`config.mk`:
```
export PLATFORM = sky130hd
export DESIGN_NAME = board_glue_top
export DESIGN_NICKNAME = d
export VERILOG_FILES = /design/src/logic/board_pkg.sv /design/src/logic/board_ctl_if.sv /design/src/logic/board_cfg_regs.sv /design/src/logic/board_rst_gen.sv /design/src/logic/rtc_clk_div.sv /design/src/logic/fan_pwm.sv /design/src/logic/board_glue_top.sv
export VERILOG_INCLUDE_DIRS = /design/src /design/src/logic
export SDC_FILE = /design/constraint.sdc
export NUM_CORES = 1
export LEC_CHECK = 0
export BUFFER_PORTS_ARGS = -buffer_cell sky130_fd_sc_hd__buf_4
export CAP_MARGIN = 20
export CORE_ASPECT_RATIO = 0.9
export CORE_UTILIZATION = 47
export CTS_CLUSTER_SIZE = 40
export DETAILED_ROUTE_END_ITERATION = 12
export GPL_TIMING_DRIVEN = 1
export PLACE_DENSITY = 0.75
export SLEW_MARGIN = 25
export SYNTH_ARGS = -nofsm -noshare
export SYNTH_HDL_FRONTEND = slang
export SYNTH_SLANG_ARGS = --single-unit
```
`constraint.sdc`:
```
create_clock -name clk_10 -period 0.99 [get_ports clk_10]
set_input_delay 0.0495 -clock clk_10 [delete_from_list [all_inputs] [get_ports clk_10]]
set_output_delay 0.0495 -clock clk_10 [all_outputs]
set_load 0.05 [all_outputs]
```
`src/logic/board_consts.svh`:
```
`ifndef BOARD_CONSTS_SVH
`define BOARD_CONSTS_SVH

// RTC divider, clk_10 toggles the output every TERM+1 cycles
`define RTC_DIV_TERM 4
`define RTC_CNT_W 3

// Fan PWM period in clk_10 cycles
`define PWM_PERIOD 16

// Reset generator
`define RST_SYNC_STAGES 2
`define RST_HOLD_CYCLES 8

// Configuration register map
`define CFG_ADDR_CTRL 2'd0
`define CFG_ADDR_BOOT 2'd1
`define CFG_ADDR_FAN 2'd2
`define CFG_ADDR_STATUS 2'd3

`endif

```
`src/logic/board_pkg.sv`:
```
package board_pkg;

  // Boot mode as seen on the board pins
  typedef logic [1:0] boot_mode_t;

  // Fan duty level, high cycles per PWM period
  typedef logic [3:0] fan_level_t;

  ////////////////////////////////////////////////////////////////////////////
  // Configuration port
  ////////////////////////////////////////////////////////////////////////////

  typedef logic [1:0] cfg_addr_t;
  typedef logic [7:0] cfg_data_t;

  // One request beat, write flag on top
  typedef struct packed {
    logic      wr;
    cfg_addr_t addr;
    cfg_data_t wdata;
  } cfg_req_t;

endpackage

```
`src/logic/board_ctl_if.sv`:
```
`timescale 1ns/1ns

interface board_ctl_if;

  logic                  soft_rst_req;
  logic                  fan_ovr_en;
  board_pkg::fan_level_t fan_level;
  logic                  sys_rst_n;

  // Register block, also reports the system reset in STATUS
  modport cfg (
    output soft_rst_req,
    output fan_ovr_en,
    output fan_level,
    input  sys_rst_n
  );

  modport rst (
    input  soft_rst_req,
    output sys_rst_n
  );

  modport fan (
    input  fan_ovr_en,
    input  fan_level,
    input  sys_rst_n
  );

  modport rtc (
    input  sys_rst_n
  );

endinterface

```
`src/logic/board_cfg_regs.sv`:
```
`timescale 1ns/1ns
`include "board_consts.svh"

module board_cfg_regs (
  input  logic                  clk_10,
  input  logic                  rst_n,
  input  board_pkg::boot_mode_t boot_mode_i,
  input  logic                  cfg_req_valid_i,
  input  logic                  cfg_req_write_i,
  input  board_pkg::cfg_addr_t  cfg_req_addr_i,
  input  board_pkg::cfg_data_t  cfg_req_wdata_i,
  output logic                  cfg_req_ready_o,
  output logic                  cfg_rsp_valid_o,
  input  logic                  cfg_rsp_ready_i,
  output board_pkg::cfg_data_t  cfg_rsp_rdata_o,
  output board_pkg::boot_mode_t boot_mode_o,
  board_ctl_if.cfg              ctl
);

  board_pkg::cfg_req_t   req;
  board_pkg::cfg_data_t  rd_data;
  board_pkg::cfg_data_t  rsp_data_q;
  board_pkg::boot_mode_t boot_ovr_q;
  board_pkg::fan_level_t fan_lvl_q;
  logic                  fan_ovr_q;
  logic                  rsp_valid_q;
  logic                  soft_rst_q;
  logic                  req_fire;
  logic                  ctrl_wr;

  assign req = '{wr: cfg_req_write_i, addr: cfg_req_addr_i, wdata: cfg_req_wdata_i};

  // One request in flight, a waiting response blocks the next
  assign cfg_req_ready_o = ~rsp_valid_q;
  assign req_fire        = cfg_req_valid_i & cfg_req_ready_o;
  assign ctrl_wr         = req_fire & req.wr & (req.addr == `CFG_ADDR_CTRL) & req.wdata[0];

  // Board pins merged with the override
  assign boot_mode_o = boot_mode_i | boot_ovr_q;

  ////////////////////////////////////////////////////////////////////////////
  // Read data
  ////////////////////////////////////////////////////////////////////////////

  // Writes answer with zero, CTRL always reads zero
  always_comb begin
    rd_data = '0;
    if (!req.wr) begin
      case (req.addr)
        `CFG_ADDR_BOOT:   rd_data = {6'b0, boot_ovr_q};
        `CFG_ADDR_FAN:    rd_data = {3'b0, fan_ovr_q, fan_lvl_q};
        `CFG_ADDR_STATUS: rd_data = {5'b0, ctl.sys_rst_n, boot_mode_o};
        default:          rd_data = '0;
      endcase
    end
  end

  ////////////////////////////////////////////////////////////////////////////
  // Registers and response
  ////////////////////////////////////////////////////////////////////////////

  always_ff @(posedge clk_10 or negedge rst_n) begin
    if (!rst_n) begin
      boot_ovr_q  <= '0;
      fan_ovr_q   <= 1'b0;
      fan_lvl_q   <= '0;
      soft_rst_q  <= 1'b0;
      rsp_valid_q <= 1'b0;
    end else begin
      // Single-cycle pulse toward the reset generator
      soft_rst_q <= ctrl_wr;
      if (req_fire) begin
        rsp_valid_q <= 1'b1;
      end else if (cfg_rsp_ready_i) begin
        rsp_valid_q <= 1'b0;
      end
      if (req_fire && req.wr) begin
        case (req.addr)
          `CFG_ADDR_BOOT: boot_ovr_q <= req.wdata[1:0];
          `CFG_ADDR_FAN: begin
            fan_ovr_q <= req.wdata[4];
            fan_lvl_q <= req.wdata[3:0];
          end
          default: ;
        endcase
      end
    end
  end

  always_ff @(posedge clk_10) begin
    if (req_fire) begin
      rsp_data_q <= rd_data;
    end
  end

  assign cfg_rsp_valid_o  = rsp_valid_q;
  assign cfg_rsp_rdata_o  = rsp_data_q;
  assign ctl.soft_rst_req = soft_rst_q;
  assign ctl.fan_ovr_en   = fan_ovr_q;
  assign ctl.fan_level    = fan_lvl_q;

  // Response held until the requester takes it
  rsp_hold_a : assert property (@(posedge clk_10) disable iff (!rst_n)
    cfg_rsp_valid_o && !cfg_rsp_ready_i |=> cfg_rsp_valid_o && $stable(cfg_rsp_rdata_o));

endmodule

```
`src/logic/board_rst_gen.sv`:
```
`timescale 1ns/1ns
`include "board_consts.svh"

module board_rst_gen (
  input  logic     clk_10,
  input  logic     rst_n,
  input  logic     testmode_i,
  board_ctl_if.rst ctl,
  output logic     sys_rst_no
);

  localparam int HOLD_W = $clog2(`RST_HOLD_CYCLES + 1);

  logic [HOLD_W-1:0]           hold_cnt_q;
  logic [`RST_SYNC_STAGES-1:0] sync_q;
  logic                        soft_req;
  logic                        hold_active;
  logic                        rst_out;

  // Soft reset only outside test mode
  assign soft_req    = ctl.soft_rst_req & ~testmode_i;
  assign hold_active = soft_req | (hold_cnt_q != '0);

  always_ff @(posedge clk_10 or negedge rst_n) begin
    if (!rst_n) begin
      hold_cnt_q <= '0;
    end else if (soft_req) begin
      hold_cnt_q <= HOLD_W'(`RST_HOLD_CYCLES);
    end else if (hold_cnt_q != '0) begin
      hold_cnt_q <= hold_cnt_q - 1'b1;
    end
  end

  // Async assert, release shifts through the chain
  always_ff @(posedge clk_10 or negedge rst_n) begin
    if (!rst_n) begin
      sync_q <= '0;
    end else if (hold_active) begin
      sync_q <= '0;
    end else begin
      sync_q <= {sync_q[`RST_SYNC_STAGES-2:0], 1'b1};
    end
  end

  // Test mode hands the board reset straight through
  assign rst_out       = testmode_i ? rst_n : sync_q[`RST_SYNC_STAGES-1];
  assign sys_rst_no    = rst_out;
  assign ctl.sys_rst_n = rst_out;

  soft_pulse_a : assert property (@(posedge clk_10) disable iff (!rst_n)
    ctl.soft_rst_req |=> !ctl.soft_rst_req);

endmodule

```
`src/logic/rtc_clk_div.sv`:
```
`timescale 1ns/1ns
`include "board_consts.svh"

module rtc_clk_div (
  input  logic     clk_10,
  board_ctl_if.rtc ctl,
  output logic     rtc_clk_o
);

  logic [`RTC_CNT_W-1:0] cnt_q;
  logic                  rtc_q;
  logic                  wrap;

  assign wrap = (cnt_q == `RTC_CNT_W'(`RTC_DIV_TERM));

  // 10 MHz in, 1 MHz out
  always_ff @(posedge clk_10 or negedge ctl.sys_rst_n) begin
    if (!ctl.sys_rst_n) begin
      cnt_q <= '0;
      rtc_q <= 1'b0;
    end else if (wrap) begin
      cnt_q <= '0;
      rtc_q <= ~rtc_q;
    end else begin
      cnt_q <= cnt_q + 1'b1;
    end
  end

  assign rtc_clk_o = rtc_q;

  cnt_range_a : assert property (@(posedge clk_10) disable iff (!ctl.sys_rst_n)
    cnt_q <= `RTC_CNT_W'(`RTC_DIV_TERM));

endmodule

```
`src/logic/fan_pwm.sv`:
```
`timescale 1ns/1ns
`include "board_consts.svh"

module fan_pwm (
  input  logic                  clk_10,
  input  board_pkg::fan_level_t fan_sw_i,
  board_ctl_if.fan              ctl,
  output logic                  fan_pwm_o
);

  localparam int CNT_W = $clog2(`PWM_PERIOD);

  logic [CNT_W-1:0]      cnt_q;
  board_pkg::fan_level_t level_sel;
  board_pkg::fan_level_t level_q;
  logic                  period_end;

  // Register override wins over the switches
  assign level_sel  = ctl.fan_ovr_en ? ctl.fan_level : fan_sw_i;
  assign period_end = (cnt_q == CNT_W'(`PWM_PERIOD - 1));

  ////////////////////////////////////////////////////////////////////////////
  // Period counter and level latch
  ////////////////////////////////////////////////////////////////////////////

  always_ff @(posedge clk_10 or negedge ctl.sys_rst_n) begin
    if (!ctl.sys_rst_n) begin
      cnt_q <= '0;
    end else if (period_end) begin
      cnt_q <= '0;
    end else begin
      cnt_q <= cnt_q + 1'b1;
    end
  end

  // New level lands together with the counter wrap
  always_ff @(posedge clk_10 or negedge ctl.sys_rst_n) begin
    if (!ctl.sys_rst_n) begin
      level_q <= '0;
    end else if (period_end) begin
      level_q <= level_sel;
    end
  end

  // High for the first level_q cycles of each period
  assign fan_pwm_o = (cnt_q < level_q);

  level_hold_a : assert property (@(posedge clk_10) disable iff (!ctl.sys_rst_n)
    !$stable(level_q) |-> (cnt_q == '0));

endmodule

```
`src/logic/board_glue_top.sv`:
```
`timescale 1ns/1ns

module board_glue_top (
  input  logic                  clk_10,
  input  logic                  rst_n,
  input  logic                  testmode_i,
  input  board_pkg::boot_mode_t boot_mode_i,
  input  board_pkg::fan_level_t fan_sw_i,

  // Configuration request channel
  input  logic                  cfg_req_valid_i,
  input  logic                  cfg_req_write_i,
  input  board_pkg::cfg_addr_t  cfg_req_addr_i,
  input  board_pkg::cfg_data_t  cfg_req_wdata_i,
  output logic                  cfg_req_ready_o,

  // Configuration response channel
  output logic                  cfg_rsp_valid_o,
  input  logic                  cfg_rsp_ready_i,
  output board_pkg::cfg_data_t  cfg_rsp_rdata_o,

  output board_pkg::boot_mode_t boot_mode_o,
  output logic                  sys_rst_no,
  output logic                  rtc_clk_o,
  output logic                  fan_pwm_o
);

  board_ctl_if u_ctl ();

  ////////////////////////////////////////////////////////////////////////////
  // Configuration registers, on the board reset
  ////////////////////////////////////////////////////////////////////////////

  board_cfg_regs u_cfg_regs (
    .clk_10          (clk_10),
    .rst_n           (rst_n),
    .boot_mode_i     (boot_mode_i),
    .cfg_req_valid_i (cfg_req_valid_i),
    .cfg_req_write_i (cfg_req_write_i),
    .cfg_req_addr_i  (cfg_req_addr_i),
    .cfg_req_wdata_i (cfg_req_wdata_i),
    .cfg_req_ready_o (cfg_req_ready_o),
    .cfg_rsp_valid_o (cfg_rsp_valid_o),
    .cfg_rsp_ready_i (cfg_rsp_ready_i),
    .cfg_rsp_rdata_o (cfg_rsp_rdata_o),
    .boot_mode_o     (boot_mode_o),
    .ctl             (u_ctl)
  );

  ////////////////////////////////////////////////////////////////////////////
  // System reset and the logic it clears
  ////////////////////////////////////////////////////////////////////////////

  board_rst_gen u_rst_gen (
    .clk_10     (clk_10),
    .rst_n      (rst_n),
    .testmode_i (testmode_i),
    .ctl        (u_ctl),
    .sys_rst_no (sys_rst_no)
  );

  rtc_clk_div u_rtc_clk_div (
    .clk_10    (clk_10),
    .ctl       (u_ctl),
    .rtc_clk_o (rtc_clk_o)
  );

  fan_pwm u_fan_pwm (
    .clk_10    (clk_10),
    .fan_sw_i  (fan_sw_i),
    .ctl       (u_ctl),
    .fan_pwm_o (fan_pwm_o)
  );

endmodule

```
==> flow_metrics.tcl <==
set metrics [dict create \
    via_per_inst 4.91 \
    first_pass_iters 4 \
    synth_edf_count 5 \
    worstPathRequired_ns 0.94 \
    clkTransAtPathRegs_ns 0.09 \
    hold_ws_ns -0.112 \
    slew_violations 0 \
    clkPwrFrac_pct 15.3 \
    switching_share_pct 33.9 \
    nets 234 \
    antenna_found_initial 0 \
    layout_min_cycle_time_ns 1.50 \
    tns_ns -6.92 \
    maxCapViolations 0 \
    status "finished with violations" \
    place.gp.congestion 0.763 \
    fin_crit_sh_pct 152 \
    crit_arrival_ns 1.45 \
    critical_path_class "flop to output port" \
    hold_viol 12 \
    pwr-share-comb_pct 45.0 \
    totalWireLength_mm 3.47 \
    p_seq_share_pct 39.7 \
    synth_cell_type_count 38 \
    start_util_pct 49.6 \
    ir_drop_mv 1.69 \
    ys_async_sr_fraction_pct 84.4 \
    violations "hold timing, setup timing" \
    yosysWarnings 0 \
    io_buffers 30 \
    dieArea_mm2 0.00347 \
    post-route-drc-count 0 \
    num_antenna_cells 0 \
    drt_iter0_drc 17 \
    die_height_um 56.0 \
    crit_path_end_kind "output port" \
    dp_hpwl_mm 2.25 \
    ys_seq_area_share_pct 54.3 \
    layout.cells.non_filler 246 \
    crit_chain "inv_2 > ha_4 > a21oi_2 > o21a_2 > buf_8" \
    std_cell_rows 19 \
    grt_pass1_wl_mm 5.75 \
    dpl_worst_slack_ns -0.381 \
    ant_nets 0 \
    ctsHtreeMaxLevel 2 \
    cts_buffer_depth 2 \
    grtUsageTotal_pct 23.7 \
    syn2layout_area_growth_pct 62.5 \
    start_kind "flop" \
    cts_tree "yes" \
    cp_max_fo 2 \
    regArea_um2 827 \
    die_width_um 62.0 \
    layout_setup_ws_ns -0.512 \
    p_int_mw 3.02 \
    rsz0062_at_grt "true" \
    multiInputGateArea_um2 840 \
    final_common_cell "buf_4" \
    finClkSkew_ns 0.00830 \
    wl_per_cell_um 14.1 \
    grt_pass1_vias 1298 \
    drive_gt1_share_pct 55.9 \
    syn-cell-area_mm2 0.00152 \
    crit_path_max_incr_delay_ns 0.41 \
    synthCells 128 \
    pin_count 37 \
    synth.avg_cell_area_um2 11.9 \
    power_leakage_nw 1.15 \
    final_cell_mix "buf_4 (40), dfrtp_1 (26), dlygate4sd3_1 (13), buf_6 (13)" \
    p_switching_mw 1.54 \
    postLayoutCoreUtil_pct 80.6 \
    clockRootBuffer "clkbuf_4" \
    cts_buffers 5 \
    setup_violations 35 \
    dp.cells 219 \
    yosys_register_bits 32 \
    grt_remaining_overflow 0 \
    cts_sinks 32 \
    cp_top_family "flip-flops" \
    worst_path_max_delay_cell "dfrtp_1" \
    power_mw 4.56 \
    vias 1207 \
    grt_max_degree 16 \
    clock.fmax_mhz 666 \
    fillCellCount 148 \
    power.density_mw_per_mm2 1840 \
    ys.flop_type "dfrtp_1" \
    core_area_mm2 0.00307 \
    clk_latency_ns 0.34 \
    hold_path.class "input port to async pin" \
    crit_buf_inv 2 \
]
==> power by group through the flow <==
stage                     clock, mW  sequential, mW  combinational (mW)
final                         0.696            1.81                2.05
after global routing          0.758            1.84                2.23
after CTS                     0.703            1.80                1.89
after detailed placement          0            1.80                1.52
after global placement            0            1.79                1.45
after floorplan                   0            1.84               0.907
==> per-layer routing <==
layer,global-route usage (%),part of all wire [%],up-vias
met5,0,0,-
met4,9.52,2.1,0
met3,5.58,3.4,8
met2,41.6,55,28
met1,26.6,39,580
li1,-,-,591
==> worst paths after layout <==
check | start | to | slack (ns) | cells past startpoint
worst max-delay path | u_fan_pwm.level_q[1]$_DFFE_PN0N_ | fan_pwm_o | -0.51 | 5
worst min-delay path | testmode_i | u_rtc_clk_div.rtc_clk_o$_DFFE_PN0N_ | -0.11 | 4
worst max register to register | u_rst_gen.hold_cnt_q[0]$_DFFE_PN0P_ | u_rst_gen.hold_cnt_q[3]$_DFFE_PN0P_ | -0.41 | 4
worst min register to register | u_rst_gen.sync_q[1]$_DFF_PN0_ | u_rtc_clk_div.rtc_clk_o$_DFFE_PN0N_ | 0.43 | 3
max in group asynchronous | rst_n | u_fan_pwm.level_q[3]$_DFFE_PN0N_ | 0.37 | 5
min in group clk_10 | testmode_i | u_rst_gen.sync_q[0]$_DFF_PN0_ | 0.04 | 3
==> stage by stage <==
stage	area (um^2)	hold slack, ns
after floorplan	1590	-0.246
after global placement	1990	0.0145
after detailed placement	1990	0.0165
after CTS	2380	-0.106
after global routing	2470	-0.0979
final	2470	-0.112
==> tightest hold or removal path: cells and delay by family <==
| kind | cells | cell delay [ns] |
|---|---|---|
| buffers and inverters | 3 | 0.38 |
| muxes | 1 | 0.16 |
==> logic make-up (layout without fill, tap and decap cells) <==
logic type      after synthesis  count (layout)  share of synthesized area [%]
compound gates               18              18                           7.07
xor+xnor                      3               3                           1.73
fa+ha+maj                     8               8                           6.58
buf+inv                      15              89                           4.93
flops                        32              32                           54.3
mux                          16              16                           11.3
other cells                   1               3                          0.246
simple gates                 35              35                           13.8
==> final cells by class <==
cell class / instances / share of cell area [%]
Multi-Input combinational cell: 83 / 34.0
Sequential cell: 32 / 33.5
Timing Repair Buffer: 72 / 27.0
Tap cell: 42 / 2.13
Clock buffer: 6 / 1.67
Inverter: 10 / 1.62
Clock inverter: 1 / 0.202
==> cells in the mapped netlist (all sizes together), types with 2 or more instances <==
cell,count,area share [%]
a21oi,5,1.6
mux2,10,7.4
nand3,2,0.66
nor2,7,2.2
edfxtp,5,9.9
buf,4,2.2
nor3b,2,0.99
dfrtp,27,44
ha,8,6.6
nand2b,3,1.4
nor2b,2,0.82
nor3,2,0.66
mux2i,6,3.9
inv,10,2.5
xnor2,2,1.2
a22oi,2,0.99
o21ai,6,2.0
and2b,2,0.99
nand2,6,1.5
or2,2,0.82
==> sequential cells by signal (all words and copies together) (netlist names) <==
name                         cells
u_cfg_regs.cfg_rsp_rdata_o       5
u_cfg_regs.ctl.fan_level         4
u_fan_pwm.cnt_q                  4
u_fan_pwm.level_q                4
u_rst_gen.hold_cnt_q             4
u_rtc_clk_div.cnt_q              3
u_cfg_regs.boot_ovr_q            2
u_rst_gen.sync_q                 2
u_cfg_regs.cfg_rsp_valid_o       1
u_cfg_regs.ctl.fan_ovr_en        1
u_cfg_regs.ctl.soft_rst_req      1
u_rtc_clk_div.rtc_clk_o          1
==> repair_timing <==
| item | in CTS | in global routing |
|---|---|---|
| buffers inserted | 5 | 6 |
| endpoints found under the hold margin | 40 | 27 |
| pin swaps | 10 | 13 |
| hold buffers | 13 | 1 |
| gates resized for setup | 47 | 20 |
| endpoints found under the setup margin | 38 | 42 |
Power figures use the tool's default switching activity.
